--- src/mipsPkg.sv ---
`default_nettype none

package mipsPkg;

	// ==================================================
	// widths
	// ==================================================
	localparam int dataWidth = 32;
	localparam int regAddrWidth = 5;
	localparam int shamtWidth = 5;

	// one quotient bit per divider step
	localparam int divSteps = dataWidth;
	localparam int divCntWidth = $clog2(divSteps);
	localparam logic [divCntWidth-1:0] divLastCount = divCntWidth'(divSteps - 1);

	// execute operand source
	localparam logic [1:0] fwdReg = 2'b00;
	localparam logic [1:0] fwdWb = 2'b01;
	localparam logic [1:0] fwdMem = 2'b10;

	// ==================================================
	// opcodes and funct codes
	// ==================================================
	localparam logic [5:0] opSpecial = 6'h00;
	localparam logic [5:0] opAddi = 6'h08;
	localparam logic [5:0] opAddiu = 6'h09;
	localparam logic [5:0] opSlti = 6'h0a;
	localparam logic [5:0] opAndi = 6'h0c;
	localparam logic [5:0] opOri = 6'h0d;
	localparam logic [5:0] opXori = 6'h0e;
	localparam logic [5:0] opLui = 6'h0f;

	localparam logic [5:0] fnSll = 6'h00;
	localparam logic [5:0] fnSrl = 6'h02;
	localparam logic [5:0] fnSra = 6'h03;
	localparam logic [5:0] fnMfhi = 6'h10;
	localparam logic [5:0] fnMflo = 6'h12;
	localparam logic [5:0] fnMult = 6'h18;
	localparam logic [5:0] fnMultu = 6'h19;
	localparam logic [5:0] fnDiv = 6'h1a;
	localparam logic [5:0] fnDivu = 6'h1b;
	localparam logic [5:0] fnAdd = 6'h20;
	localparam logic [5:0] fnAddu = 6'h21;
	localparam logic [5:0] fnSub = 6'h22;
	localparam logic [5:0] fnSubu = 6'h23;
	localparam logic [5:0] fnAnd = 6'h24;
	localparam logic [5:0] fnOr = 6'h25;
	localparam logic [5:0] fnXor = 6'h26;
	localparam logic [5:0] fnNor = 6'h27;
	localparam logic [5:0] fnSlt = 6'h2a;
	localparam logic [5:0] fnSltu = 6'h2b;

	// ==================================================
	// control and stage payloads
	// ==================================================
	typedef enum logic [3:0] {
		aluAdd, aluSub, aluAnd, aluOr, aluXor, aluNor,
		aluSlt, aluSltu, aluSll, aluSrl, aluSra, aluLui
	} aluOpT;

	// writeback value source
	typedef enum logic [1:0] {wbAlu, wbHi, wbLo} wbSrcT;

	typedef struct packed {
		aluOpT aluOp;
		logic useImm;
		logic regWrite;
		logic [regAddrWidth-1:0] dest;
		wbSrcT wbSrc;
		// writes hi/lo
		logic mdWrite;
		logic isDiv;
		logic isSigned;
	} decodeCtrlT;

	typedef struct packed {
		decodeCtrlT ctrl;
		logic [regAddrWidth-1:0] rs;
		logic [regAddrWidth-1:0] rt;
		logic [dataWidth-1:0] rsVal;
		logic [dataWidth-1:0] rtVal;
		logic [dataWidth-1:0] imm;
		logic [shamtWidth-1:0] shamt;
	} deStageT;

	typedef struct packed {
		logic regWrite;
		logic [regAddrWidth-1:0] dest;
		logic [dataWidth-1:0] result;
		logic hiloWrite;
		logic [dataWidth-1:0] hi;
		logic [dataWidth-1:0] lo;
	} emStageT;

	typedef struct packed {
		logic regWrite;
		logic [regAddrWidth-1:0] dest;
		logic [dataWidth-1:0] result;
	} mwStageT;

endpackage

`default_nettype wire

--- src/hazardUnit.sv ---
`timescale 1ns/1ps
`default_nettype none

module hazardUnit (
	input logic [mipsPkg::regAddrWidth-1:0] deRs,
	input logic [mipsPkg::regAddrWidth-1:0] deRt,
	input logic emRegWrite,
	input logic [mipsPkg::regAddrWidth-1:0] emDest,
	input logic mwRegWrite,
	input logic [mipsPkg::regAddrWidth-1:0] mwDest,
	input logic divBusy,
	output logic [1:0] fwdA,
	output logic [1:0] fwdB,
	output logic stall
);

	logic memHitA;
	logic memHitB;
	logic wbHitA;
	logic wbHitB;

	// r0 is a constant, never forwarded
	assign memHitA = emRegWrite && emDest != '0 && emDest == deRs;
	assign memHitB = emRegWrite && emDest != '0 && emDest == deRt;
	assign wbHitA = mwRegWrite && mwDest != '0 && mwDest == deRs;
	assign wbHitB = mwRegWrite && mwDest != '0 && mwDest == deRt;

	// younger result wins
	assign fwdA = memHitA ? mipsPkg::fwdMem : (wbHitA ? mipsPkg::fwdWb : mipsPkg::fwdReg);
	assign fwdB = memHitB ? mipsPkg::fwdMem : (wbHitB ? mipsPkg::fwdWb : mipsPkg::fwdReg);

	// only a divide in execute stalls the front end
	assign stall = divBusy;

endmodule

`default_nettype wire

--- config.mk ---
export PLATFORM = sky130hd
export DESIGN_NAME = hazardUnit
export DESIGN_NICKNAME = d
export VERILOG_FILES = /design/src/mipsPkg.sv /design/src/hazardUnit.sv
export SDC_FILE = /design/constraint.sdc
export NUM_CORES = 1
export LEC_CHECK = 0
export BUFFER_PORTS_ARGS = -buffer_cell sky130_fd_sc_hd__buf_4
export CORE_AREA = 2 2 39 41
export DETAILED_ROUTE_END_ITERATION = 8
export DIE_AREA = 0 0 41 43
export PLACE_DENSITY_LB_ADDON = 0.1
export SLEW_MARGIN = 30
export SYNTH_ARGS = -nofsm -noshare
export SYNTH_HDL_FRONTEND = slang
export SYNTH_SLANG_ARGS = --single-unit
--- constraint.sdc ---
create_clock -name vclk -period 1.2
set_input_delay 0.06 -clock vclk [all_inputs]
set_output_delay 0.06 -clock vclk [all_outputs]
set_load 0.01 [all_outputs]
== Word level (Yosys, flattened, before mapping) ==
Cells that the tools add are included.
Widths: inputs -> output; s select.

* Register bits: 0
* Input bits: 23
* Output and inout port bits: 5

* Equality and inequality tests: 4
* Muxes and demuxes: 4
* Reductions and logical operators: 8

{| class="wikitable"
|+ Operators by type and width
! kind !! count
|-
| $eq 5x5->1 || 4
|-
| $reduce_bool 5->1 || 2
|-
| $logic_and 1x1->1 || 6
|-
| $mux 2 || 2
|-
| $mux 1 || 2
|}

== Longest topological paths before layout ==
Gate-level depths: netlist (run 1).

* Depth after elaboration: 5
* Gate-level depth with buffers: 4
* Gate-level depth less buffers: 4

== Worst setup path before layout (run 1) ==
No wires, ideal clock.

* Path type: input to output
* Start point: in emDest[1] (netlist bit)
* End point: out fwdA[0]
* Arrival: 1.165 ns
* Path slack: -0.025 ns
* Stages on the path: 4
* Cell sequence: or4_1 -> o21ai_2 -> nor4_1 -> nor4_2

* Cells in the longest elaborated chain, start to end: 4

{| class="wikitable"
|+ Ends and longest elaborated chain
! what !! RTL line !! RTL
|-
| from (decl) || hazardUnit.sv:8 || <nowiki>input logic [mipsPkg::regAddrWidth-1:0] emDest,</nowiki>
|-
| $reduce_bool 5->1 || hazardUnit.sv:23 || <nowiki>assign memHitA = emRegWrite && emDest != '0 && emDest == deRs;</nowiki>
|-
| $logic_and 1x1->1 || hazardUnit.sv:23 ||
|-
| $logic_and 1x1->1 (*) || hazardUnit.sv:23 ||
|-
| net memHitA || hazardUnit.sv:17 || <nowiki>logic memHitA;</nowiki>
|-
| $mux 2 (*) || hazardUnit.sv:29 || <nowiki>assign fwdA = memHitA ? mipsPkg::fwdMem : (wbHitA ? mipsPkg::fwdWb : mipsPkg::fwdReg);</nowiki>
|-
| to (decl) || hazardUnit.sv:12 || <nowiki>output logic [1:0] fwdA,</nowiki>
|}

The timed path passes the listed nets; every way through them passes the cells marked *.

== Worst setup path after layout (run 1) ==
* Start point: in emDest[1] (netlist bit)
* End point: out fwdA[0]

* Cells in the longest elaborated chain, start to end: 4

{| class="wikitable"
|+ Ends and longest elaborated chain
! what !! RTL line
|-
| $reduce_bool 5->1 || hazardUnit.sv:23
|-
| $logic_and 1x1->1 || hazardUnit.sv:23
|-
| $logic_and 1x1->1 (*) || hazardUnit.sv:23
|-
| $mux 2 (*) || hazardUnit.sv:29
|}

Every way passes the cells marked *; elsewhere a longest branch is shown, timed or not.

==> results.cfg, run 1 <==
[timing]
post-route-min-period_ns = 1.34
finalHoldWorstSlack_ns = 0.120
worst-slew-pin-transition_ns = 0.329
slew_headroom_pct = 77.9
final_hold_viol_count = 0
layout_worst_path_cycle_share_pct = 112
rsz0062_at_grt = true
max_freq_mhz = 744
layout_setup_ws_ns = -0.144
finalSetupViolCount = 4
finalMaxSlewViolations = 0

[finish]
top_library_cells_by_usage_in_the_layout_fill_and_taps_aside = 31 x sky130_fd_sc_hd__buf_4, 14 x sky130_fd_sc_hd__xnor2_1, 4 x sky130_fd_sc_hd__xor2_1, 4 x sky130_fd_sc_hd__nor4_2, 4 x sky130_fd_sc_hd__buf_6
sequential_cell_total = 0
multi_input_comb_area_um2 = 309
most_common_cell_after_layout_fill_and_taps_aside = sky130_fd_sc_hd__buf_4
final_layout_fill_cell_count = 152
layout-drive-gt1-share_pct = 62.3
synthToLayoutAreaGrowth_pct = 107
final_cell_area_um2 = 607
layout.clock_buffers = 0
layout.nets = 94
fin_cells = 85
n_antenna_cell = 0
seqCellArea_um2 = 0

[drt]
num_vias = 363
dr.first_iter.drc_count = 0
route.detailed.vias_per_inst = 4.27
post-route-drc-count = 0
count_of_nets_left_with_antenna_violations_after_detail_routing = 0
post_drt_wl_per_cell_um = 11.4
totalWireLength_um = 969
firstDrtPassIters = 1

[global_routing]
largest_net_degree_at_the_start_of_global_routing = 4
met3_usage_pct = 0
grt_first_pass_wirelength_mm = 1.43
overflow = 0
antenna_found_initial = 0
busiest_layer = met2
grt.total_usage_pct = 11.2
vias_in_the_first_global_route = 360
grt.met2_usage_pct = 20.3
grt_use_met1_pct = 15.0

[synthesis]
synth.lib_cells_used.distinct = 11
synthDominantAreaCellType = sky130_fd_sc_hd__xnor2_1
synthesized_cell_area_um2 = 293
postSynthAreaPerCell_um2 = 7.91
post_synth_main_area_contributors = sky130_fd_sc_hd__xnor2_1 48%, sky130_fd_sc_hd__xor2_1 12%, sky130_fd_sc_hd__nor4_2 8.5%, sky130_fd_sc_hd__buf_4 7.7%, sky130_fd_sc_hd__or4_1 5.1%
synth_largest_type_area_fraction_pct = 47.9
post_synthesis_sequential_area_ratio_pct = 0
synth_warnings = 0
mappedNetlistNets = 60
syn-instance-count = 37

[min_path]
hold_depth = 0
worst_hold_startpoint = divBusy
min_to = stall
worst_hold_path_type = input port to output pin

[critical_path]
timing.critical_path.mode_cell = sky130_fd_sc_hd__nor4_2
worstPathRequired_ns = 1.14
biggest_cell_delay_along_the_critical_path_ns = 0.54
path_cells = buf_6 > or4_4 > o21ai_4 > nor4_2 > nor4_2 > buf_4
critPathArrivalTime_ns = 1.28
setup.worst_path.end_class = output pin
slowest_stage_cell_on_the_critical_path = sky130_fd_sc_hd__or4_4
worst_path_class_setup = input port to output pin
cp_max_fo = 2
cp-start-kind = input port

[power_and_ir_drop]
cell_internal_pwr_uw = 123
switchingPower_uw = 78.9
clock_power_share_pct = 0
comb_power_share_pct = 100.0
post_layout_total_power_uw = 202
static-leakage-power_nw = 0.258
p_seq_share_pct = 0
power_switching_share_pct = 39.1
powerDensity_nw_per_um2 = 333
vdd_ir_drop_max_uv = 122

[run_status]
violated_checks = setup timing
run_status = finished with violations

[placed_design]
place_worst_setup_slack_ns = -0.176
numPortBuffers = 26
numPlacedInstances = 85
hpwl_um = 907
globalplace.congestion = 0.689
detailed_place.area_um2 = 553

[floorplan]
start_util_pct = 21.2
rows = 14
ioPinCount = 28
core_area_um2 = 1380
floorplan.die.width_um = 41
area_of_the_die_um2 = 1760
die-height_um = 43

[clocking]
number_of_setup_buffers_added_after_cts = 0
cts_hold_buffers = 0

[flow_run]
max_cap_violations = 0
logic make-up after synthesis:
logic type	after synthesis	synth area share, %
xor+xnor	20	59.8
compound gates	1	2.99
buf+inv	3	7.69
simple gates	13	29.5
power by group through the flow:
stage | Clock [mW] | Combinational [mW] | Sequential [mW]
2_1_floorplan | 0 | 0.0768 | 0
3_3_place_gp | 0 | 0.186 | 0
3_5_place_dp | 0 | 0.185 | 0
4_1_cts | 0 | 0.199 | 0
5_1_grt | 0 | 0.219 | 0
6_report | 0 | 0.202 | 0
critical path: cells and delay by family:
family,cells,cell delay (ns)
compound gates,1,0.16
buf+inv,2,0.25
simple gates,3,0.82
worst max-delay path by stage:
| stage | from | to | slack [ns] | depth (start not counted) |
|---|---|---|---|---|
| 2_1_floorplan | emDest[1] | fwdA[0] | 0.03 | 4 |
| 3_3_place_gp | emDest[1] | fwdA[0] | -0.18 | 6 |
| 5_1_grt | emDest[1] | fwdA[0] | -0.22 | 6 |
| 6_report | emDest[1] | fwdA[0] | -0.14 | 6 |
| 3_5_place_dp | emDest[1] | fwdA[0] | -0.18 | 6 |
| 4_1_cts | emDest[1] | fwdA[0] | -0.16 | 6 |
per-stage QoR:
stage | util [%] | setup TNS [ns]
floorplan | - | 0
global placement | 40.0 | -0.526
detailed placement | 40.0 | -0.537
CTS | 42.9 | -0.425
global route | 43.9 | -0.500
finish | 43.9 | -0.329
synth_stat cells, drive strengths merged:
library cell	number
buf	3
nand2	2
xor2	4
or4	2
nand3	2
o21ai	1
nor4	4
nor2	1
nand4	2
xnor2	16
layout make-up:
type	instances	area share [%]
multi-input combinational	34	50.9
tap	16	3.30
timing repair buffer	35	45.8
timing repair:
item	in CTS	in global routing
resized for setup	8	2
endpoints found under the setup margin	4	4
pin swaps	4	1
per-layer routing:
| metal | share of wire, % | up-vias |
|---|---|---|
| met5 | 0 | - |
| met4 | 0 | 0 |
| met3 | 10 | 0 |
| met2 | 52 | 20 |
| li1 | - | 192 |
| met1 | 38 | 151 |
(Power assumes the default switching activity.)
==> run 2: changes to the inputs <==
- REMOVE_ABC_BUFFERS: unset -> 1
- SLEW_MARGIN: 30 -> 10
==> run 2 against run 1 <==
  * The run still ends with setup timing left
  * Utilization shrank 0.72 points
  * Sequential share of layout area is the same
  * Via count grew 0.55%
  * Die area is the same
  * Maximum frequency shrank 2.9%
  * Critical path depth is the same
  * Power shrank 1.4%
==> results.cfg, run 2 (same netlist as run 1, synthesis figures left out) <==
[power_and_ir_drop]
vdd_ir_drop_max_uv = 132
cell_internal_pwr_uw = 118
static-leakage-power_nw = 0.247
comb_power_share_pct = 100.0
p_seq_share_pct = 0
powerDensity_nw_per_um2 = 333
power_switching_share_pct = 40.5
switchingPower_uw = 80.7
clock_power_share_pct = 0

[finish]
final_layout_fill_cell_count = 159
seqCellArea_um2 = 0
most_common_cell_after_layout_fill_and_taps_aside = sky130_fd_sc_hd__buf_4
top_library_cells_by_usage_in_the_layout_fill_and_taps_aside = 32 x sky130_fd_sc_hd__buf_4, 16 x sky130_fd_sc_hd__xnor2_1, 4 x sky130_fd_sc_hd__xor2_1, 3 x sky130_fd_sc_hd__nor4_2, 3 x sky130_fd_sc_hd__buf_6
sequential_cell_total = 0
synthToLayoutAreaGrowth_pct = 104
layout.nets = 94
final_cell_area_um2 = 597
fin_cells = 85
n_antenna_cell = 0
layout-drive-gt1-share_pct = 59.4
multi_input_comb_area_um2 = 303
layout.clock_buffers = 0

[clocking]
cts_hold_buffers = 0

[critical_path]
critPathArrivalTime_ns = 1.32
worstPathRequired_ns = 1.14
path_cells = buf_6 > or4_4 > o21ai_4 > nor4_4 > nor4_2 > buf_4
cp_max_fo = 2
biggest_cell_delay_along_the_critical_path_ns = 0.54
worst_path_class_setup = input port to output pin
slowest_stage_cell_on_the_critical_path = sky130_fd_sc_hd__or4_4
setup.worst_path.end_class = output pin
cp-start-kind = input port
crit_start = emDest[1]

[drt]
firstDrtPassIters = 2
totalWireLength_um = 951
num_vias = 365
met2RoutedLength_um = 491
route.met3.wl_um = 100
topRoutingLayerUsed = met3
count_of_nets_left_with_antenna_violations_after_detail_routing = 0
post-route-drc-count = 0
drt-met1-wl_um = 359
post_drt_wl_per_cell_um = 11.2
route.detailed.vias_per_inst = 4.29
dr.first_iter.drc_count = 3

[placed_design]
hpwl_um = 795
detailed_place.area_um2 = 546
numPortBuffers = 26
numPlacedInstances = 84
globalplace.congestion = 0.634

[min_path]
worst_hold_path_type = input port to output pin
worst_hold_startpoint = divBusy
hold_depth = 0
min_to = stall

[floorplan]
die-height_um = 43
ioPinCount = 28
core_area_um2 = 1380
start_util_pct = 21.2
floorplan.die.width_um = 41
rows = 14
area_of_the_die_um2 = 1760

[global_routing]
antenna_found_initial = 0
vias_in_the_first_global_route = 355
overflow = 0
grt.total_usage_pct = 11.7
largest_net_degree_at_the_start_of_global_routing = 4
grt_first_pass_wirelength_mm = 1.49

[timing]
max_freq_mhz = 722
worst-slew-pin-transition_ns = 0.334
rsz0062_at_grt = true
slew_headroom_pct = 77.5
finalMaxSlewViolations = 0
layout_setup_ws_ns = -0.184
finalSetupViolCount = 4
post-route-min-period_ns = 1.38
final_hold_viol_count = 0
layout_worst_path_cycle_share_pct = 115

[flow_run]
max_cap_violations = 0

[run_status]
run_status = finished with violations
violated_checks = setup timing
==> run 2: cell counts in the layout (fill, tap and decap cells not counted) <==
Identical to the previous run, type by type.
==> run 2: final cells by class <==
cell class	count	area share, %
Tap cell	16	3.35
Multi-Input combinational cell	34	50.7
Timing Repair Buffer	35	45.9
==> run 2: power groups by stage <==
stage	combinational, mW	clock, mW	sequential [mW]
finish	0.199	0	0
global route	0.217	0	0
CTS	0.189	0	0
detailed placement	0.180	0	0
global placement	0.180	0	0
floorplan	0.0716	0	0
==> run 2: worst max-delay path by stage <==
stage	endpoint	depth (start not counted)
2_1_floorplan	fwdA[0]	4
3_3_place_gp	fwdA[0]	6
3_5_place_dp	fwdA[0]	6
4_1_cts	fwdB[0]	6
5_1_grt	fwdA[0]	6
6_report	fwdA[0]	6
==> run 2: metal layers <==
metal / track usage [%] / vias up
met2: 20.9 / 17
li1: - / 191
met3: 0.524 / 0
met1: 15.5 / 157
met5: 0 / -
met4: 0 / 0
==> run 2: critical path, delay by kind of cell <==
kind            cells  cell delay, ns
simple gates        3            0.83
buf+inv             2            0.25
compound gates      1            0.18
==> run 2: per-stage QoR <==
| stage | utilization [%] | TNS (ns) | power, mW | hold WS [ns] | setup WS (ns) |
|---|---|---|---|---|---|
| floorplan | - | -0.107 | 0.0716 | 0.120 | -0.0638 |
| global placement | 39.4 | -0.621 | 0.180 | 0.120 | -0.221 |
| detailed placement | 39.4 | -0.656 | 0.180 | 0.120 | -0.244 |
| CTS | 41.1 | -0.623 | 0.189 | 0.120 | -0.216 |
| global route | 43.1 | -0.624 | 0.217 | 0.120 | -0.226 |
| finish | 43.1 | -0.450 | 0.199 | 0.120 | -0.184 |
==> run 2: repair_timing <==
item,4_1_cts,5_1_grt
gates resized for setup,4,4
buffers inserted,0,1
endpoints found under the setup margin,4,4
pin swaps,3,2
