<file path="config.mk">
export PLATFORM = sky130hd
export DESIGN_NAME = serialDivider_flat
export DESIGN_NICKNAME = d
export VERILOG_FILES = /design/src/mipsPkg.sv /design/src/divIf.sv /design/src/serialDivider.sv /design/src/flat_wrapper.sv
export SDC_FILE = /design/constraint.sdc
export NUM_CORES = 1
export LEC_CHECK = 0
export BUFFER_PORTS_ARGS = -buffer_cell sky130_fd_sc_hd__clkbuf_2
export CORE_MARGIN = 2
export CORE_UTILIZATION = 35
export CTS_CLUSTER_SIZE = 40
export DETAILED_ROUTE_END_ITERATION = 8
export SLEW_MARGIN = 0
export SYNTH_ARGS = -nofsm -noshare
export SYNTH_HDL_FRONTEND = slang
export SYNTH_SLANG_ARGS = --single-unit
</file>
<file path="constraint.sdc">
create_clock -name clk -period 7.38 [get_ports clk]
set_clock_uncertainty 0.15 [all_clocks]
set_input_delay 1.476 -clock clk [delete_from_list [all_inputs] [get_ports clk]]
set_output_delay 1.476 -clock clk [all_outputs]
set_load 0.03 [all_outputs]
</file>
<file path="src/mipsPkg.sv">
`default_nettype none

package mipsPkg;

	// ==================================================
	// widths
	// ==================================================
	localparam int dataWidth = 32;
	localparam int regAddrWidth = 5;
	localparam int shamtWidth = 5;

	// one quotient bit per divider step
	localparam int divSteps = dataWidth;
	localparam int divCntWidth = $clog2(divSteps);
	localparam logic [divCntWidth-1:0] divLastCount = divCntWidth'(divSteps - 1);

	// execute operand source
	localparam logic [1:0] fwdReg = 2'b00;
	localparam logic [1:0] fwdWb = 2'b01;
	localparam logic [1:0] fwdMem = 2'b10;

	// ==================================================
	// opcodes and funct codes
	// ==================================================
	localparam logic [5:0] opSpecial = 6'h00;
	localparam logic [5:0] opAddi = 6'h08;
	localparam logic [5:0] opAddiu = 6'h09;
	localparam logic [5:0] opSlti = 6'h0a;
	localparam logic [5:0] opAndi = 6'h0c;
	localparam logic [5:0] opOri = 6'h0d;
	localparam logic [5:0] opXori = 6'h0e;
	localparam logic [5:0] opLui = 6'h0f;

	localparam logic [5:0] fnSll = 6'h00;
	localparam logic [5:0] fnSrl = 6'h02;
	localparam logic [5:0] fnSra = 6'h03;
	localparam logic [5:0] fnMfhi = 6'h10;
	localparam logic [5:0] fnMflo = 6'h12;
	localparam logic [5:0] fnMult = 6'h18;
	localparam logic [5:0] fnMultu = 6'h19;
	localparam logic [5:0] fnDiv = 6'h1a;
	localparam logic [5:0] fnDivu = 6'h1b;
	localparam logic [5:0] fnAdd = 6'h20;
	localparam logic [5:0] fnAddu = 6'h21;
	localparam logic [5:0] fnSub = 6'h22;
	localparam logic [5:0] fnSubu = 6'h23;
	localparam logic [5:0] fnAnd = 6'h24;
	localparam logic [5:0] fnOr = 6'h25;
	localparam logic [5:0] fnXor = 6'h26;
	localparam logic [5:0] fnNor = 6'h27;
	localparam logic [5:0] fnSlt = 6'h2a;
	localparam logic [5:0] fnSltu = 6'h2b;

	// ==================================================
	// control and stage payloads
	// ==================================================
	typedef enum logic [3:0] {
		aluAdd, aluSub, aluAnd, aluOr, aluXor, aluNor,
		aluSlt, aluSltu, aluSll, aluSrl, aluSra, aluLui
	} aluOpT;

	// writeback value source
	typedef enum logic [1:0] {wbAlu, wbHi, wbLo} wbSrcT;

	typedef struct packed {
		aluOpT aluOp;
		logic useImm;
		logic regWrite;
		logic [regAddrWidth-1:0] dest;
		wbSrcT wbSrc;
		// writes hi/lo
		logic mdWrite;
		logic isDiv;
		logic isSigned;
	} decodeCtrlT;

	typedef struct packed {
		decodeCtrlT ctrl;
		logic [regAddrWidth-1:0] rs;
		logic [regAddrWidth-1:0] rt;
		logic [dataWidth-1:0] rsVal;
		logic [dataWidth-1:0] rtVal;
		logic [dataWidth-1:0] imm;
		logic [shamtWidth-1:0] shamt;
	} deStageT;

	typedef struct packed {
		logic regWrite;
		logic [regAddrWidth-1:0] dest;
		logic [dataWidth-1:0] result;
		logic hiloWrite;
		logic [dataWidth-1:0] hi;
		logic [dataWidth-1:0] lo;
	} emStageT;

	typedef struct packed {
		logic regWrite;
		logic [regAddrWidth-1:0] dest;
		logic [dataWidth-1:0] result;
	} mwStageT;

endpackage

`default_nettype wire

</file>
<file path="src/divIf.sv">
`timescale 1ns/1ps
`default_nettype none

// four-phase link between execute and the divider
interface divIf;
	logic req;
	logic ack;
	logic isSigned;
	logic [mipsPkg::dataWidth-1:0] dividend;
	logic [mipsPkg::dataWidth-1:0] divisor;
	logic [mipsPkg::dataWidth-1:0] quotient;
	logic [mipsPkg::dataWidth-1:0] remainder;

	// execute side, operands held until ack
	modport requester (
		output req, isSigned, dividend, divisor,
		input ack, quotient, remainder
	);

	// divider side, results held while ack
	modport server (
		input req, isSigned, dividend, divisor,
		output ack, quotient, remainder
	);
endinterface

`default_nettype wire

</file>
<file path="src/serialDivider.sv">
`timescale 1ns/1ps
`default_nettype none

module serialDivider (
	input logic clk,
	input logic rst,
	divIf.server link
);

	typedef enum logic [1:0] {sIdle, sRun, sAck} divStateT;

	divStateT state;
	logic [mipsPkg::divCntWidth-1:0] count;
	logic lastStep;
	logic [mipsPkg::dataWidth-1:0] dividendAbs;
	logic [mipsPkg::dataWidth-1:0] divisorIn;
	logic [mipsPkg::dataWidth-1:0] quo;
	logic [mipsPkg::dataWidth-1:0] rem;
	logic [mipsPkg::dataWidth-1:0] divisorAbs;
	logic [mipsPkg::dataWidth-1:0] nextQuo;
	logic [mipsPkg::dataWidth-1:0] nextRem;
	logic [mipsPkg::dataWidth:0] shifted;
	logic [mipsPkg::dataWidth:0] diff;
	logic negQuot;
	logic negRem;

	// magnitudes of the operands
	assign dividendAbs = (link.isSigned && link.dividend[mipsPkg::dataWidth-1]) ?
		-link.dividend : link.dividend;
	assign divisorIn = (link.isSigned && link.divisor[mipsPkg::dataWidth-1]) ?
		-link.divisor : link.divisor;

	// restoring step, next dividend bit shifted into the partial remainder
	assign shifted = {rem, quo[mipsPkg::dataWidth-1]};
	assign diff = shifted - {1'b0, divisorAbs};
	assign nextRem = diff[mipsPkg::dataWidth] ? shifted[mipsPkg::dataWidth-1:0] :
		diff[mipsPkg::dataWidth-1:0];
	assign nextQuo = {quo[mipsPkg::dataWidth-2:0], ~diff[mipsPkg::dataWidth]};

	assign lastStep = (state == sRun) && (count == mipsPkg::divLastCount);

	// ==================================================
	// handshake and step count
	// ==================================================
	always_ff @(posedge clk) begin
		if (rst) begin
			state <= sIdle;
			count <= '0;
			link.ack <= 1'b0;
		end else begin
			case (state)
				sIdle: begin
					if (link.req) begin
						state <= sRun;
						count <= '0;
					end
				end
				sRun: begin
					count <= count + 1'b1;
					// results go out with ack after the last step
					if (lastStep) begin
						state <= sAck;
						link.ack <= 1'b1;
					end
				end
				default: begin
					if (!link.req) begin
						state <= sIdle;
						link.ack <= 1'b0;
					end
				end
			endcase
		end
	end

	// ==================================================
	// datapath
	// ==================================================
	always_ff @(posedge clk) begin
		if (state == sIdle && link.req) begin
			quo <= dividendAbs;
			rem <= '0;
			divisorAbs <= divisorIn;
			// quotient sign from the product, remainder follows the dividend
			negQuot <= link.isSigned &&
				(link.dividend[mipsPkg::dataWidth-1] ^ link.divisor[mipsPkg::dataWidth-1]);
			negRem <= link.isSigned && link.dividend[mipsPkg::dataWidth-1];
		end else if (state == sRun) begin
			quo <= nextQuo;
			rem <= nextRem;
			if (lastStep) begin
				link.quotient <= negQuot ? -nextQuo : nextQuo;
				link.remainder <= negRem ? -nextRem : nextRem;
			end
		end
	end

endmodule

`default_nettype wire

</file>
<file path="src/flat_wrapper.sv">
// flat-port wrapper written by rule: the top's interface ports become plain ports
module serialDivider_flat 
  (clk, rst, link_req, link_isSigned, link_dividend, link_divisor, link_ack, link_quotient, link_remainder);
  divIf link_i ();
  input logic clk;
  input logic rst;
  input wire logic [$bits(link_i.req)-1:0] link_req;
  input wire logic [$bits(link_i.isSigned)-1:0] link_isSigned;
  input wire logic [$bits(link_i.dividend)-1:0] link_dividend;
  input wire logic [$bits(link_i.divisor)-1:0] link_divisor;
  output wire logic [$bits(link_i.ack)-1:0] link_ack;
  output wire logic [$bits(link_i.quotient)-1:0] link_quotient;
  output wire logic [$bits(link_i.remainder)-1:0] link_remainder;
  assign link_i.req = link_req;
  assign link_i.isSigned = link_isSigned;
  assign link_i.dividend = link_dividend;
  assign link_i.divisor = link_divisor;
  assign link_ack = link_i.ack;
  assign link_quotient = link_i.quotient;
  assign link_remainder = link_i.remainder;
  serialDivider u_core (.clk(clk), .rst(rst), .link(link_i));
endmodule
</file>
# Word level (Yosys, flattened, before mapping)

Index checks and enable logic that the tools add are counted.

Add/sub/neg operators: 6
Equal/unequal tests: 6
Muxes and demuxes: 16
Bitwise logic cells: 4
Reductions and logical operators: 12

Operators with widths:

| operator                                                                 | count |
|---|---|
| 32-bit 2-to-1 mux                                                        | 7 |
| 32-bit negator                                                           | 4 |
| 33-bit by 32-bit subtractor with 33-bit output                           | 1 |
| 5-bit case mux with 2 select lines                                       | 1 |
| 3-bit AND reduction                                                      | 3 |
| 2-bit 2-to-1 mux                                                         | 3 |
| 5-bit by 1-bit adder with 5-bit output (second input constant)           | 1 |
| 5-bit == test (second input constant)                                    | 1 |
| 1-bit logical AND                                                        | 5 |
| 5-bit 2-to-1 mux                                                         | 1 |
| 2-bit by 1-bit inequality test with 1-bit output (second input constant) | 2 |
| 2-bit case mux with 2 select lines                                       | 1 |
| 2-bit nonzero test                                                       | 2 |
| 3-bit by 1-bit inequality test with 1-bit output (second input constant) | 1 |
| 1-bit NOT                                                                | 3 |
| 2-bit by 1-bit == test with 1-bit output (second input constant)         | 1 |
| 2-bit logical NOT                                                        | 1 |
| 1-bit 2-to-1 mux                                                         | 2 |
| 2-bit inequality test (second input constant)                            | 1 |
| 1-bit case mux with 2 select lines                                       | 1 |
| 2-bit AND reduction                                                      | 1 |
| 1-bit bitwise XOR                                                        | 1 |

Register bits: 170
Output and inout port bits: 65
Word-level logic and storage cells: 54

# Depth between registers and ports, before layout

Depth in word-level cells: 4
Depth in mapped cells: 24

# Worst setup path after synthesis

OpenSTA, ideal clock, no wires.

Path kind: register to register
Start point: register u_core.quo[31] (netlist name)
End point: register u_core.link.remainder[30] (data pin)
Setup time: 267 ps
Data arrival time: 5005 ps
Setup slack: 1958 ps
Stages on the path, launching flop included: 24
Buffers on the path: 4
Cells stage by stage: edfxtp_1 > inv_1 > ha_1 > inv_1 > fa_1 > nand3_1 > a211oi_1 > o21ai_1 > a31oi_1 > o31ai_1 > and2_4 > buf_6 > clkbuf_1 > buf_1 > buf_2 > mux2i_1 > ha_1 > nand3b_1 > nor3_1 > nand3_1 > o41ai_1 > nand2_1 > o31ai_1 > xnor2_1

Cells in the longest elaborated chain, start to end: 4

RTL lines:

| item                                           | line                | source |
|---|---|---|
| start, declared                                | serialDivider.sv:17 | `logic [mipsPkg::dataWidth-1:0] quo;` |
| start signal, assigned                         | serialDivider.sv:81 | `quo <= dividendAbs;` |
| start signal, assigned                         | serialDivider.sv:89 | `quo <= nextQuo;` |
| 33-bit by 32-bit subtractor with 33-bit output | serialDivider.sv:35 | `assign diff = shifted - {1'b0, divisorAbs};` |
| 32-bit 2-to-1 mux (*)                          | serialDivider.sv:36 | `assign nextRem = diff[mipsPkg::dataWidth] ? shifted[mipsPkg::dataWidth-1:0] :` |
| 32-bit negator                                 | serialDivider.sv:93 | `link.remainder <= negRem ? -nextRem : nextRem;` |
| 32-bit 2-to-1 mux (*)                          | serialDivider.sv:93 |  |
| end signal, assigned                           | serialDivider.sv:93 |  |
| end, declared                                  | divIf.sv:23         | `output ack, quotient, remainder` |

Mark *: on every way between the ends. The rest lies on a longest branch, timed or not.
A chain may end at the register's enable or synchronous reset.

# Worst setup path after layout

Ends and elaborated chain as after synthesis.

==> results.sh <==
export IMPL_vias=8693
export IMPL_synth_warnings=0
export IMPL_antenna_cells=0
export IMPL_synthToLayoutAreaGrowth_pct=14.48
export IMPL_drive_gt1_frac=0.1496
export IMPL_worstPathRequired_ns=7.40
export IMPL_mostFrequentLayoutCells="nand2_1 (139), clkbuf_2 (132), edfxtp_1 (130)"
export IMPL_root_buffer="clkbuf_16"
export IMPL_yosysSeqAreaShare=0.4368
export IMPL_synth_seq_cells=170
export IMPL_place_congestion=0.8843
export IMPL_max_vdd_ir_drop_uv=233.3
export IMPL_leakage_nw=4.742
export IMPL_rsz0062_at_grt="false"
export IMPL_synth_async_sr_flop_share=0
export IMPL_reg2reg_to="u_core.link.remainder[30]"
export IMPL_postCtsSetupBuffers=0
export IMPL_dr_pass1_iters=5
export IMPL_die_height_um=179.4
export IMPL_grt_usage=0.1643
export IMPL_routed_wl_um=26390
export IMPL_grt_pass1_wl_um=42810
export IMPL_arrival_ns=5.66
export IMPL_start_kind="register"
export IMPL_nNetsFinal=1377
export IMPL_end_kind="register"
export IMPL_cts_sinks=170
export IMPL_design_area_um2=12330
export IMPL_die_w_um=179.4
export IMPL_grt_max_degree=93
export IMPL_min_path_type="reg2reg"
export IMPL_hold_viol=0
export IMPL_worst_skew_pair_late_latency_ns=0.44
export IMPL_cts_hold_repair_buffers=0
export IMPL_drv_cap=0
export IMPL_pin_count=133
export IMPL_hpwlAfterDp_um=20440
export IMPL_h_tree_depth=4
export IMPL_crit_type="reg2reg"
export IMPL_period_share=0.7653
export IMPL_port_buffers=132
export IMPL_reg2reg_slack_ns=1.73
export IMPL_start_util=0.3540
export IMPL_core_area_um2=30430
export IMPL_synth_cell_type_count=68
export IMPL_antenna_found_initial=0
export IMPL_synthFlopType="edfxtp_1"
export IMPL_clkTransAtPathRegs_ns=0.07
export IMPL_fmax_mhz=177.1
export IMPL_fin_crit_ns=5.648
export IMPL_clk_path_buf_depth=2
export IMPL_crit_fanout=45
export IMPL_dr_first_iter_drc_count=619
export IMPL_final_common_cell="nand2_1"
export IMPL_hold_start="u_core.count[4]"
export IMPL_cts_tree="yes"
export IMPL_grt_pass1_vias=8105
export IMPL_reg2reg_from="u_core.quo[31]"
export IMPL_drc=0
export IMPL_viasPerCell=5.177
export IMPL_slew_headroom=0.2751
export IMPL_min_to="u_core.count[4]"
export IMPL_drt_wirelength_per_cell_um=15.72
export IMPL_synth_fp_nets=1271
export IMPL_cts_buffers=17
export IMPL_worst_pin_slew_ns=1.087
export IMPL_finalSetupViolations=0
export IMPL_maxSlewViolCount=0
export IMPL_reg2regPathDepth=20
export IMPL_syn_avg_cell_area_um2=9.254
export IMPL_synth_edf_count=130
export IMPL_holdPathStages=2
export IMPL_std_cell_rows=64
export IMPL_grt_ovfl_total=0
export IMPL_status="completed"
export IMPL_syn_inst=1164
export IMPL_cts_resized=0
export IMPL_total_power_mw=5.061
export IMPL_fin_tns_setup_ns=0
export IMPL_ant_nets=0
export IMPL_dpl_instance_area_um2=11770
export IMPL_dieArea_um2=32200
export IMPL_synthesis_area_um2=10770
export IMPL_p_per_area_nw_per_um2=410.4
==> how the worst max path moves through the flow <==
stage,startpoint,end,depth (start not counted)
2_1_floorplan,u_core.quo[31],u_core.link.remainder[30],23
3_3_place_gp,u_core.quo[31],u_core.link.remainder[30],20
3_5_place_dp,u_core.quo[31],u_core.link.remainder[30],20
4_1_cts,u_core.quo[31],u_core.link.remainder[30],20
5_1_grt,u_core.quo[31],u_core.link.remainder[24],20
6_report,u_core.quo[31],u_core.link.remainder[30],20
==> report_power, final <==
group          internal (mW)  leakage (nW)  switching, mW
Clock                  0.470         0.279          0.397
Combinational           1.02          2.91           1.69
Sequential              1.30          1.55          0.181
Total                   2.79          4.74           2.27
==> through the flow <==
stage,utilization,instances,setup slack (ns),hold slack [ns]
after CTS,0.4053,1679,1.732,0.3307
after global placement,0.3867,1647,1.946,0.3086
final,0.4053,1679,1.732,0.3262
after global routing,0.4053,1679,1.176,0.3658
after detailed placement,0.3867,1647,1.757,0.3201
after floorplan,-,1164,1.958,0.2977
==> worst max-delay path, cell delays in order (launching register included) <==
cell and delay [ns]:
edfxtp_1 0.41, inv_1 0.08, ha_1 0.15, inv_1 0.06, fa_1 0.39, nand3_1 0.13, a211oi_1 0.10, o21ai_1 0.28
a31oi_1 0.16, o31ai_1 0.34, and2_4 0.60, inv_2 0.10, a21oi_1 0.30, ha_1 0.25, nand3b_1 0.11, nor3_1 0.22
nand3_1 0.16, o41ai_1 0.73, nand2_1 0.20, o31ai_1 0.33, xnor2_1 0.09
==> cell type report <==
cell class                      instances  area, µm²
Multi-Input combinational cell        882       5628
Tap cell                              396      495.5
Inverter                               60      225.2
Clock buffer                           21      471.7
Clock inverter                         11      93.84
Sequential cell                       170       4705
Fill cell                            3054      18100
Timing Repair Buffer                  139      713.2
==> cell families after synthesis <==
family	after synthesis	share of synthesized area
simple gates	374	0.1648
compound gates	298	0.1698
flops	170	0.4368
xor+xnor	150	0.1220
buf+inv	112	0.04100
fa+ha+maj	39	0.04600
mux	21	0.01963
==> layer usage <==
| metal | part of all wire | up-vias | GRT usage | wire [µm] |
|---|---|---|---|---|
| met2 | 0.42 | 209 | 0.2420 | 11100 |
| li1 | - | 4418 | - | - |
| met1 | 0.52 | 4043 | 0.2461 | 13610 |
| met4 | 0.015 | 0 | 0.04748 | 409 |
| met5 | 0 | - | 0 | 0 |
| met3 | 0.048 | 23 | 0.02796 | 1271 |
==> synth_stat cells, drive strengths merged (2+ instances only) <==
cell type,instances,share of area
nand2,139,0.048
edfxtp,130,0.36
o21ai,119,0.056
xnor2,88,0.072
a21oi,80,0.039
nor2,66,0.023
xor2,62,0.050
inv,59,0.021
nand3,53,0.025
clkbuf,41,0.014
dfxtp,40,0.074
ha,38,0.044
o31ai,26,0.019
nor3,24,0.011
mux2i,20,0.019
o41ai,18,0.016
or3,17,0.011
or4,12,0.0087
buf,11,0.0057
a31oi,10,0.0058
and2,10,0.0060
nand4,9,0.0052
nor2b,9,0.0052
nor4,9,0.0052
a21o,8,0.0056
nand2b,8,0.0046
o211ai,6,0.0042
o21a,6,0.0042
and3,5,0.0029
or2,5,0.0029
a211oi,4,0.0033
nand3b,4,0.0028
a311oi,3,0.0024
a41oi,2,0.0016
nor3b,2,0.0014
o21bai,2,0.0014
o31a,2,0.0016
==> sequential cells by signal, indices dropped and copies added (netlist names) <==
| name | cells |
|---|---|
| u_core.divisorAbs | 32 |
| u_core.link.quotient | 32 |
| u_core.link.remainder | 32 |
| u_core.quo | 32 |
| u_core.rem | 32 |
| u_core.count | 5 |
| u_core.state | 2 |
| u_core.link.ack | 1 |
| u_core.negQuot | 1 |
| u_core.negRem | 1 |
Note: power is estimated with default switching activity, not from simulation.
