File: src/mipsPkg.sv
`default_nettype none

package mipsPkg;

	// ==================================================
	// widths
	// ==================================================
	localparam int dataWidth = 32;
	localparam int regAddrWidth = 5;
	localparam int shamtWidth = 5;

	// one quotient bit per divider step
	localparam int divSteps = dataWidth;
	localparam int divCntWidth = $clog2(divSteps);
	localparam logic [divCntWidth-1:0] divLastCount = divCntWidth'(divSteps - 1);

	// execute operand source
	localparam logic [1:0] fwdReg = 2'b00;
	localparam logic [1:0] fwdWb = 2'b01;
	localparam logic [1:0] fwdMem = 2'b10;

	// ==================================================
	// opcodes and funct codes
	// ==================================================
	localparam logic [5:0] opSpecial = 6'h00;
	localparam logic [5:0] opAddi = 6'h08;
	localparam logic [5:0] opAddiu = 6'h09;
	localparam logic [5:0] opSlti = 6'h0a;
	localparam logic [5:0] opAndi = 6'h0c;
	localparam logic [5:0] opOri = 6'h0d;
	localparam logic [5:0] opXori = 6'h0e;
	localparam logic [5:0] opLui = 6'h0f;

	localparam logic [5:0] fnSll = 6'h00;
	localparam logic [5:0] fnSrl = 6'h02;
	localparam logic [5:0] fnSra = 6'h03;
	localparam logic [5:0] fnMfhi = 6'h10;
	localparam logic [5:0] fnMflo = 6'h12;
	localparam logic [5:0] fnMult = 6'h18;
	localparam logic [5:0] fnMultu = 6'h19;
	localparam logic [5:0] fnDiv = 6'h1a;
	localparam logic [5:0] fnDivu = 6'h1b;
	localparam logic [5:0] fnAdd = 6'h20;
	localparam logic [5:0] fnAddu = 6'h21;
	localparam logic [5:0] fnSub = 6'h22;
	localparam logic [5:0] fnSubu = 6'h23;
	localparam logic [5:0] fnAnd = 6'h24;
	localparam logic [5:0] fnOr = 6'h25;
	localparam logic [5:0] fnXor = 6'h26;
	localparam logic [5:0] fnNor = 6'h27;
	localparam logic [5:0] fnSlt = 6'h2a;
	localparam logic [5:0] fnSltu = 6'h2b;

	// ==================================================
	// control and stage payloads
	// ==================================================
	typedef enum logic [3:0] {
		aluAdd, aluSub, aluAnd, aluOr, aluXor, aluNor,
		aluSlt, aluSltu, aluSll, aluSrl, aluSra, aluLui
	} aluOpT;

	// writeback value source
	typedef enum logic [1:0] {wbAlu, wbHi, wbLo} wbSrcT;

	typedef struct packed {
		aluOpT aluOp;
		logic useImm;
		logic regWrite;
		logic [regAddrWidth-1:0] dest;
		wbSrcT wbSrc;
		// writes hi/lo
		logic mdWrite;
		logic isDiv;
		logic isSigned;
	} decodeCtrlT;

	typedef struct packed {
		decodeCtrlT ctrl;
		logic [regAddrWidth-1:0] rs;
		logic [regAddrWidth-1:0] rt;
		logic [dataWidth-1:0] rsVal;
		logic [dataWidth-1:0] rtVal;
		logic [dataWidth-1:0] imm;
		logic [shamtWidth-1:0] shamt;
	} deStageT;

	typedef struct packed {
		logic regWrite;
		logic [regAddrWidth-1:0] dest;
		logic [dataWidth-1:0] result;
		logic hiloWrite;
		logic [dataWidth-1:0] hi;
		logic [dataWidth-1:0] lo;
	} emStageT;

	typedef struct packed {
		logic regWrite;
		logic [regAddrWidth-1:0] dest;
		logic [dataWidth-1:0] result;
	} mwStageT;

endpackage

`default_nettype wire

File: src/regFile.sv
`timescale 1ns/1ps
`default_nettype none

module regFile (
	input logic clk,
	input logic rst,
	input logic we,
	input logic [mipsPkg::regAddrWidth-1:0] wAddr,
	input logic [mipsPkg::dataWidth-1:0] wData,
	input logic [mipsPkg::regAddrWidth-1:0] rAddrA,
	input logic [mipsPkg::regAddrWidth-1:0] rAddrB,
	output logic [mipsPkg::dataWidth-1:0] rDataA,
	output logic [mipsPkg::dataWidth-1:0] rDataB
);

	logic [mipsPkg::dataWidth-1:0] regs [2**mipsPkg::regAddrWidth];

	// register 0 is never written
	always_ff @(posedge clk) begin
		if (rst) begin
			for (int i = 0; i < 2**mipsPkg::regAddrWidth; i++) begin
				regs[i] <= '0;
			end
		end else if (we && wAddr != '0) begin
			regs[wAddr] <= wData;
		end
	end

	// write-before-read bypass for the decode stage
	assign rDataA = (rAddrA == '0) ? '0 :
		(we && wAddr == rAddrA) ? wData : regs[rAddrA];
	assign rDataB = (rAddrB == '0) ? '0 :
		(we && wAddr == rAddrB) ? wData : regs[rAddrB];

endmodule

`default_nettype wire

File: config.mk
export PLATFORM = sky130hd
export DESIGN_NAME = regFile
export DESIGN_NICKNAME = d
export VERILOG_FILES = /design/src/mipsPkg.sv /design/src/regFile.sv
export SDC_FILE = /design/constraint.sdc
export NUM_CORES = 2
export LEC_CHECK = 0
export ABC_CLOCK_PERIOD_IN_PS = 5000
export BUFFER_PORTS_ARGS = -buffer_cell sky130_fd_sc_hd__clkbuf_2
export CELL_PAD_IN_SITES_DETAIL_PLACEMENT = 0
export CELL_PAD_IN_SITES_GLOBAL_PLACEMENT = 1
export CORE_MARGIN = 10
export CORE_UTILIZATION = 45
export CTS_BUF_LIST = sky130_fd_sc_hd__clkbuf_8
export CTS_CLUSTER_DIAMETER = 50
export DETAILED_ROUTE_END_ITERATION = 16
export GPL_ROUTABILITY_DRIVEN = 0
export GPL_TIMING_DRIVEN = 1
export PLACE_DENSITY_LB_ADDON = 0.1
export SYNTH_ARGS = -nofsm -noshare
export SYNTH_HDL_FRONTEND = slang
export SYNTH_SLANG_ARGS = --single-unit
File: constraint.sdc
create_clock -name clk -period 5 [get_ports clk]
set_clock_uncertainty 0.05 [all_clocks]
set_input_delay 1 -clock clk [delete_from_list [all_inputs] [get_ports clk]]
set_output_delay 1 -clock clk [all_outputs]
set_load 0.01 [all_outputs]
; ---- After elaboration in Yosys (flattened, before gate mapping)
; Memories as Yosys holds them, arrays and structs flattened.
; Cells that the tools add are included.
[op_classes]
eq_ne = 2
n_mux = 12
reduce_logical = 7
[op_table]
columns = op, n
row1 = 32-bit two-way mux, 5
row2 = 32-bit OR reduction, 1
row3 = 5-bit == test, 2
row4 = 5-bit logical NOT, 2
row5 = 1-bit two-way mux, 6
row6 = 5-bit two-way mux, 1
row7 = 5-bit nonzero test, 1
row8 = 1-bit logical AND, 3
[totals]
regBits = 0
mem_bits_rw = 1024
inputBits = 50
output_inout_bits = 64
word_cells = 22
n_memories = 1
[memory_table]
columns = memory, depth, word_bits, read_ports, rd_clocked_by_memory_dff, write_ports, line_no
row1 = regs, 32, 32, 2, 0, 32, regFile.sv:16  ; logic [mipsPkg::dataWidth-1:0] regs [2**mipsPkg::regAddrWidth];

; ---- Depth between registers and ports, before layout
[depth]
depth_word = 7
mapped_depth = 10

; ---- Least setup slack after synthesis
; Ideal clock, no wire load.
[synth_timing]
kind = input -> output
start = input rAddrB[1] (netlist bit)
end = output rDataB[10] (netlist bit)
t_arrival_ps = 2809
path_slack_ps = 1141
path_stages = 7
n_path_buf = 3
cell_sequence = buf_2 > buf_1 > clkbuf_1 > mux4_2 > a2111oi_0 > a21oi_1 > a22o_1
[synth_via]
elab_chain_len = 4
elab_cells_between_ends = 6
classes_between = eq/ne (1) / mux (2) / reduce/logical (2) / memory (1)
[synth_lines]
columns = item, line_no
row1 = start: declaration, regFile.sv:11  ; input logic [mipsPkg::regAddrWidth-1:0] rAddrB,
row2 = "parallel branches: the longest is 3 deep, another holds memory read 32 x 32 bit", -
row3 = 32-bit two-way mux (*), regFile.sv:32  ; assign rDataB = (rAddrB == '0) ? '0 :
row4 = end: declaration, regFile.sv:13  ; output logic [mipsPkg::dataWidth-1:0] rDataB
; Every way passes the cells marked *.

; ---- Final worst setup path
[layout_timing]
start = input rAddrB[2] (netlist bit)
end = output rDataB[13] (netlist bit)
; The elaborated chain is that of the path after synthesis.

==> flow_summary.html <==
<table>
<tr><th>Metric</th><th>Value</th></tr>
<tr><th colspan="2">Die</th></tr>
<tr><td>Number of rows in the core area</td><td>127</td></tr>
<tr><td>Num ports</td><td>114</td></tr>
<tr><td>Width of the die</td><td>369 um</td></tr>
<tr><td>Initial standard-cell utilization of the core</td><td>45.5%</td></tr>
<tr><td>Die outline height</td><td>369 um</td></tr>
<tr><td>Core Box Area</td><td>0.120 mm2</td></tr>
<tr><td>Die Area</td><td>0.136 mm2</td></tr>
<tr><th colspan="2">Setup path</th></tr>
<tr><td>Crit path max-delay cell type</td><td>sky130_fd_sc_hd__a2111oi_0</td></tr>
<tr><td>WP buf/inv</td><td>4</td></tr>
<tr><td>Critical path startpoint category</td><td>primary input</td></tr>
<tr><td>Data arrival time of the critical path</td><td>3.93 ns</td></tr>
<tr><td>Crit path max fanout</td><td>28</td></tr>
<tr><td>Critical path class</td><td>primary input to output port</td></tr>
<tr><td>Data required time at the worst endpoint</td><td>3.95 ns</td></tr>
<tr><td>Cell type group with the largest total delay on the critical path</td><td>compound AO/OA/AOI/OAI gates</td></tr>
<tr><td>Crit. End Element</td><td>output port</td></tr>
<tr><td>Maximum cell stage delay along the critical path</td><td>0.80 ns</td></tr>
<tr><td>Cell-by-cell listing of the critical path</td><td>buf_4, buf_12, mux4_2, a22o_1, a2111oi_0, buf_4, a21oi_1, a22o_1, clkbuf_2</td></tr>
<tr><th colspan="2">Yosys</th></tr>
<tr><td>Number of synthesized flops with an enable pin</td><td>1024</td></tr>
<tr><td>Proportion of synthesized flip-flops having asynchronous set or reset</td><td>0%</td></tr>
<tr><td>Distinct cells, synth</td><td>50</td></tr>
<tr><td>FF+latch count, synth</td><td>1024</td></tr>
<tr><td>Area contributors post-synth</td><td>sky130_fd_sc_hd__edfxtp_1, sky130_fd_sc_hd__mux4_2, sky130_fd_sc_hd__and2_1</td></tr>
<tr><td>Seq/Total Area, Yosys</td><td>56.2%</td></tr>
<tr><td>Area share of the largest cell type after synthesis</td><td>56.2%</td></tr>
<tr><td>Per-instance average area after synthesis</td><td>14.6 um2</td></tr>
<tr><td>Ys Warns</td><td>0</td></tr>
<tr><td>Top flip-flop cell by instance count after synthesis</td><td>sky130_fd_sc_hd__edfxtp_1</td></tr>
<tr><td>Post-Syn Instances</td><td>3740</td></tr>
<tr><td>Synth area leader</td><td>sky130_fd_sc_hd__edfxtp_1</td></tr>
<tr><td>Synthesized cell area</td><td>0.0547 mm2</td></tr>
<tr><th colspan="2">Global route</th></tr>
<tr><td>Tot GR Track Use</td><td>30.7%</td></tr>
<tr><td>Maximum number of pins on one net before global-route repair</td><td>65</td></tr>
<tr><td>Initial antenna violation count</td><td>18</td></tr>
<tr><td>Residual overflow from global routing</td><td>0</td></tr>
<tr><td>Global-route wire length before repair</td><td>295000 um</td></tr>
<tr><td>Number of global-route vias before repair</td><td>38270</td></tr>
<tr><th colspan="2">Timing</th></tr>
<tr><td>Number of pins exceeding their max-slew limit in the final report</td><td>0</td></tr>
<tr><td>Worst slew pin tran</td><td>1.12 ns</td></tr>
<tr><td>Achievable Freq</td><td>201 MHz</td></tr>
<tr><td>Worst max-slew margin expressed relative to the limit</td><td>25.2%</td></tr>
<tr><td>Accumulated negative setup slack</td><td>0 ns</td></tr>
<tr><td>Shortest clock period the worst path allows after layout</td><td>4.98 ns</td></tr>
<tr><td>RSZ-0062 raised after global routing</td><td>false</td></tr>
<tr><td>Period Utilization, post-route</td><td>99.6%</td></tr>
<tr><td># setup viols final</td><td>0</td></tr>
<tr><td>Minimum setup slack in the final design</td><td>0.0180 ns</td></tr>
<tr><td>Final hold vios</td><td>0</td></tr>
<tr><td>Worst Hold Margin</td><td>0.575 ns</td></tr>
<tr><th colspan="2">Job</th></tr>
<tr><td># Max-Cap Violations</td><td>0</td></tr>
<tr><th colspan="2">Layout</th></tr>
<tr><td>Nets</td><td>3953</td></tr>
<tr><td>Registers with the most flip-flops</td><td>regs: 1024 flops</td></tr>
<tr><td>Fillcell total</td><td>10282</td></tr>
<tr><td>Synthesis-to-finish area growth</td><td>12.7%</td></tr>
<tr><td>Cell Count, Final, Fillers Out</td><td>5665</td></tr>
<tr><td>Most flop-heavy register</td><td>regs</td></tr>
<tr><td>Number of flip-flops under the largest register name</td><td>1024</td></tr>
<tr><td>Share of layout cells above drive strength 1</td><td>26.5%</td></tr>
<tr><th colspan="2">Placed design</th></tr>
<tr><td>Dpl cells</td><td>5332</td></tr>
<tr><td>Hpwl dp</td><td>133000 um</td></tr>
<tr><td>Pre-CTS setup slack</td><td>0.0390 ns</td></tr>
<tr><td># port buffers</td><td>113</td></tr>
<tr><th colspan="2">Detailed routing</th></tr>
<tr><td>Number of DRC violations after detailed routing</td><td>0</td></tr>
<tr><td>Remaining antenna violation count</td><td>0</td></tr>
<tr><td>Via density per instance</td><td>6.55</td></tr>
<tr><td>Via total after detailed routing</td><td>37079</td></tr>
<tr><td>Number of DRC violations after detailed-routing iteration 0</td><td>5131</td></tr>
<tr><td>Average wire length per cell after detail routing</td><td>37.4 um</td></tr>
<tr><td>Number of detailed-routing iterations run before antenna repair</td><td>9</td></tr>
<tr><td>Total detailed-routing wirelength</td><td>212000 um</td></tr>
<tr><th colspan="2">Clock tree</th></tr>
<tr><td>Total number of clock tree sinks</td><td>1024</td></tr>
<tr><td>Cells resized by post-CTS repair</td><td>0</td></tr>
<tr><td>Clock slew at reported path FFs</td><td>0.06 ns</td></tr>
<tr><td>Clock H-tree levels</td><td>4</td></tr>
<tr><td>CTS Hold Buffers Added</td><td>0</td></tr>
<tr><td>Post-CTS setup buffer count</td><td>0</td></tr>
<tr><td>Inserted Clock Buffers</td><td>181</td></tr>
<tr><td>TritonCTS clock tree</td><td>yes</td></tr>
<tr><td>Root Buffer Master</td><td>sky130_fd_sc_hd__clkbuf_8</td></tr>
<tr><td>Maximum clock insertion buffer count</td><td>3</td></tr>
<tr><th colspan="2">Power</th></tr>
<tr><td>Total Power Consumption</td><td>0.0202 W</td></tr>
<tr><td>Relative contribution of sequential cells to total power</td><td>50.3%</td></tr>
<tr><td>Internal Pwr Total</td><td>0.0146 W</td></tr>
<tr><td>Peak VDD IR</td><td>0.000288 V</td></tr>
<tr><td>PD cells</td><td>328 mW/mm2</td></tr>
<tr><td>Static power due to leakage</td><td>22.2 nW</td></tr>
<tr><td>Comb pwr share</td><td>14.2%</td></tr>
<tr><td>Switch share</td><td>28.0%</td></tr>
<tr><td>Portion of total power attributed to the clock network</td><td>35.5%</td></tr>
<tr><td>Switching component of the power</td><td>0.00567 W</td></tr>
<tr><th colspan="2">Worst hold path</th></tr>
<tr><td>Type of the worst min-delay path</td><td>primary input to flop</td></tr>
<tr><th colspan="2">Run status</th></tr>
<tr><td>Outcome</td><td>completed</td></tr>
</table>
==> cells in the mapped netlist, types with 24 or more instances <==
library cell,instances
sky130_fd_sc_hd__clkbuf_1,302
sky130_fd_sc_hd__nand2_1,35
sky130_fd_sc_hd__a21oi_1,78
sky130_fd_sc_hd__mux2i_1,281
sky130_fd_sc_hd__a22oi_1,133
sky130_fd_sc_hd__buf_2,69
sky130_fd_sc_hd__o221ai_1,42
sky130_fd_sc_hd__nor2_1,43
sky130_fd_sc_hd__mux4_2,388
sky130_fd_sc_hd__and2_1,994
sky130_fd_sc_hd__o22ai_1,41
sky130_fd_sc_hd__a2111oi_0,24
sky130_fd_sc_hd__edfxtp_1,1024
sky130_fd_sc_hd__or2_2,33
sky130_fd_sc_hd__a22o_1,55
==> power groups by stage <==
stage | Sequential, W | Clock, W | Combinational [W]
2_1_floorplan | 0.0102 | 0 | 0.00158
3_3_place_gp | 0.0103 | 0 | 0.00282
3_5_place_dp | 0.0103 | 0 | 0.00283
4_1_cts | 0.0102 | 0.00728 | 0.00284
5_1_grt | 0.0102 | 0.00766 | 0.00295
6_report | 0.0102 | 0.00719 | 0.00288
==> area by class of cell <==
cell class,count,area (um2),share of cell area (%)
flip-flops and latches,1024,30700,49.9
clock buffers,185,2550,4.13
clock inverters,143,664,1.08
diodes,5,12.5,0.0203
multi-input cells,2331,22600,36.7
well taps,1612,2020,3.27
inverters,2,7.51,0.0122
repair buffers,363,3060,4.97
==> metal layers <==
layer	up-vias	global-route usage [%]	wire, um
met4	14	16.3	12200
met3	513	6.90	19500
met5	-	0	123
met1	19439	38.5	79400
met2	2292	49.6	101000
li1	14821	-	-
==> final timing paths <==
check | startpoint | to | slack (ns) | depth (start not counted)
max | rAddrB[2] | rDataB[13] | 0.02 | 9
min | rst | regs[0][9] | 0.57 | 1
==> per-stage QoR <==
| step | util (%) | instance area [um2] |
|---|---|---|
| 2_1_floorplan | - | 54800 |
| 3_3_place_gp | 48.6 | 58400 |
| 3_5_place_dp | 48.6 | 58400 |
| 4_1_cts | 51.2 | 61600 |
| 5_1_grt | 51.3 | 61700 |
| 6_report | 51.3 | 61700 |
==> kinds of logic (layout without fill, tap and decap cells) <==
kind of cell / count (synthesis) / after routing / synth area share [%]
and+or+nand+nor: 1146 / 1146 / 12.7
DFF: 1024 / 1024 / 56.2
muxes: 674 / 674 / 21.2
AOI/OAI and AO/OA: 469 / 469 / 6.45
buffers and inverters: 416 / 693 / 3.23
xor gates and xnor gates: 10 / 10 / 0.160
other: 1 / 37 / 0.00685
==> cells in the final DEF, fill, tap and decap left out, types with 5 or more instances in the layout <==
master,netlist,final
sky130_fd_sc_hd__a21oi_1,78,78
sky130_fd_sc_hd__and2_1,994,993
sky130_fd_sc_hd__clkinv_1,0,43
sky130_fd_sc_hd__nor2_2,0,9
sky130_fd_sc_hd__nand3_1,12,12
sky130_fd_sc_hd__o22ai_1,41,41
sky130_fd_sc_hd__or2_2,33,33
sky130_fd_sc_hd__inv_1,2,72
sky130_fd_sc_hd__nor2_1,43,8
sky130_fd_sc_hd__diode_2,0,5
sky130_fd_sc_hd__a211oi_1,7,7
sky130_fd_sc_hd__buf_4,22,207
sky130_fd_sc_hd__nand3b_1,5,5
sky130_fd_sc_hd__o221a_2,18,18
sky130_fd_sc_hd__mux4_2,388,388
sky130_fd_sc_hd__conb_1,1,32
sky130_fd_sc_hd__xnor2_1,10,10
sky130_fd_sc_hd__a32oi_1,9,9
sky130_fd_sc_hd__mux2_2,5,5
sky130_fd_sc_hd__a31oi_1,7,7
sky130_fd_sc_hd__nor2_4,0,26
sky130_fd_sc_hd__edfxtp_1,1024,1024
sky130_fd_sc_hd__a2111oi_0,24,17
sky130_fd_sc_hd__mux2i_1,281,281
sky130_fd_sc_hd__o221ai_1,42,42
sky130_fd_sc_hd__o21ai_0,9,8
sky130_fd_sc_hd__nand2_1,35,35
sky130_fd_sc_hd__clkbuf_2,0,105
sky130_fd_sc_hd__a22oi_1,133,133
sky130_fd_sc_hd__o211ai_1,10,10
sky130_fd_sc_hd__clkbuf_8,0,185
sky130_fd_sc_hd__a22o_1,55,55
sky130_fd_sc_hd__clkinv_2,0,16
sky130_fd_sc_hd__a221o_1,13,13
sky130_fd_sc_hd__clkinvlp_4,0,6
sky130_fd_sc_hd__a2111oi_1,0,5
sky130_fd_sc_hd__buf_12,0,46
(Power assumes the default switching activity.)
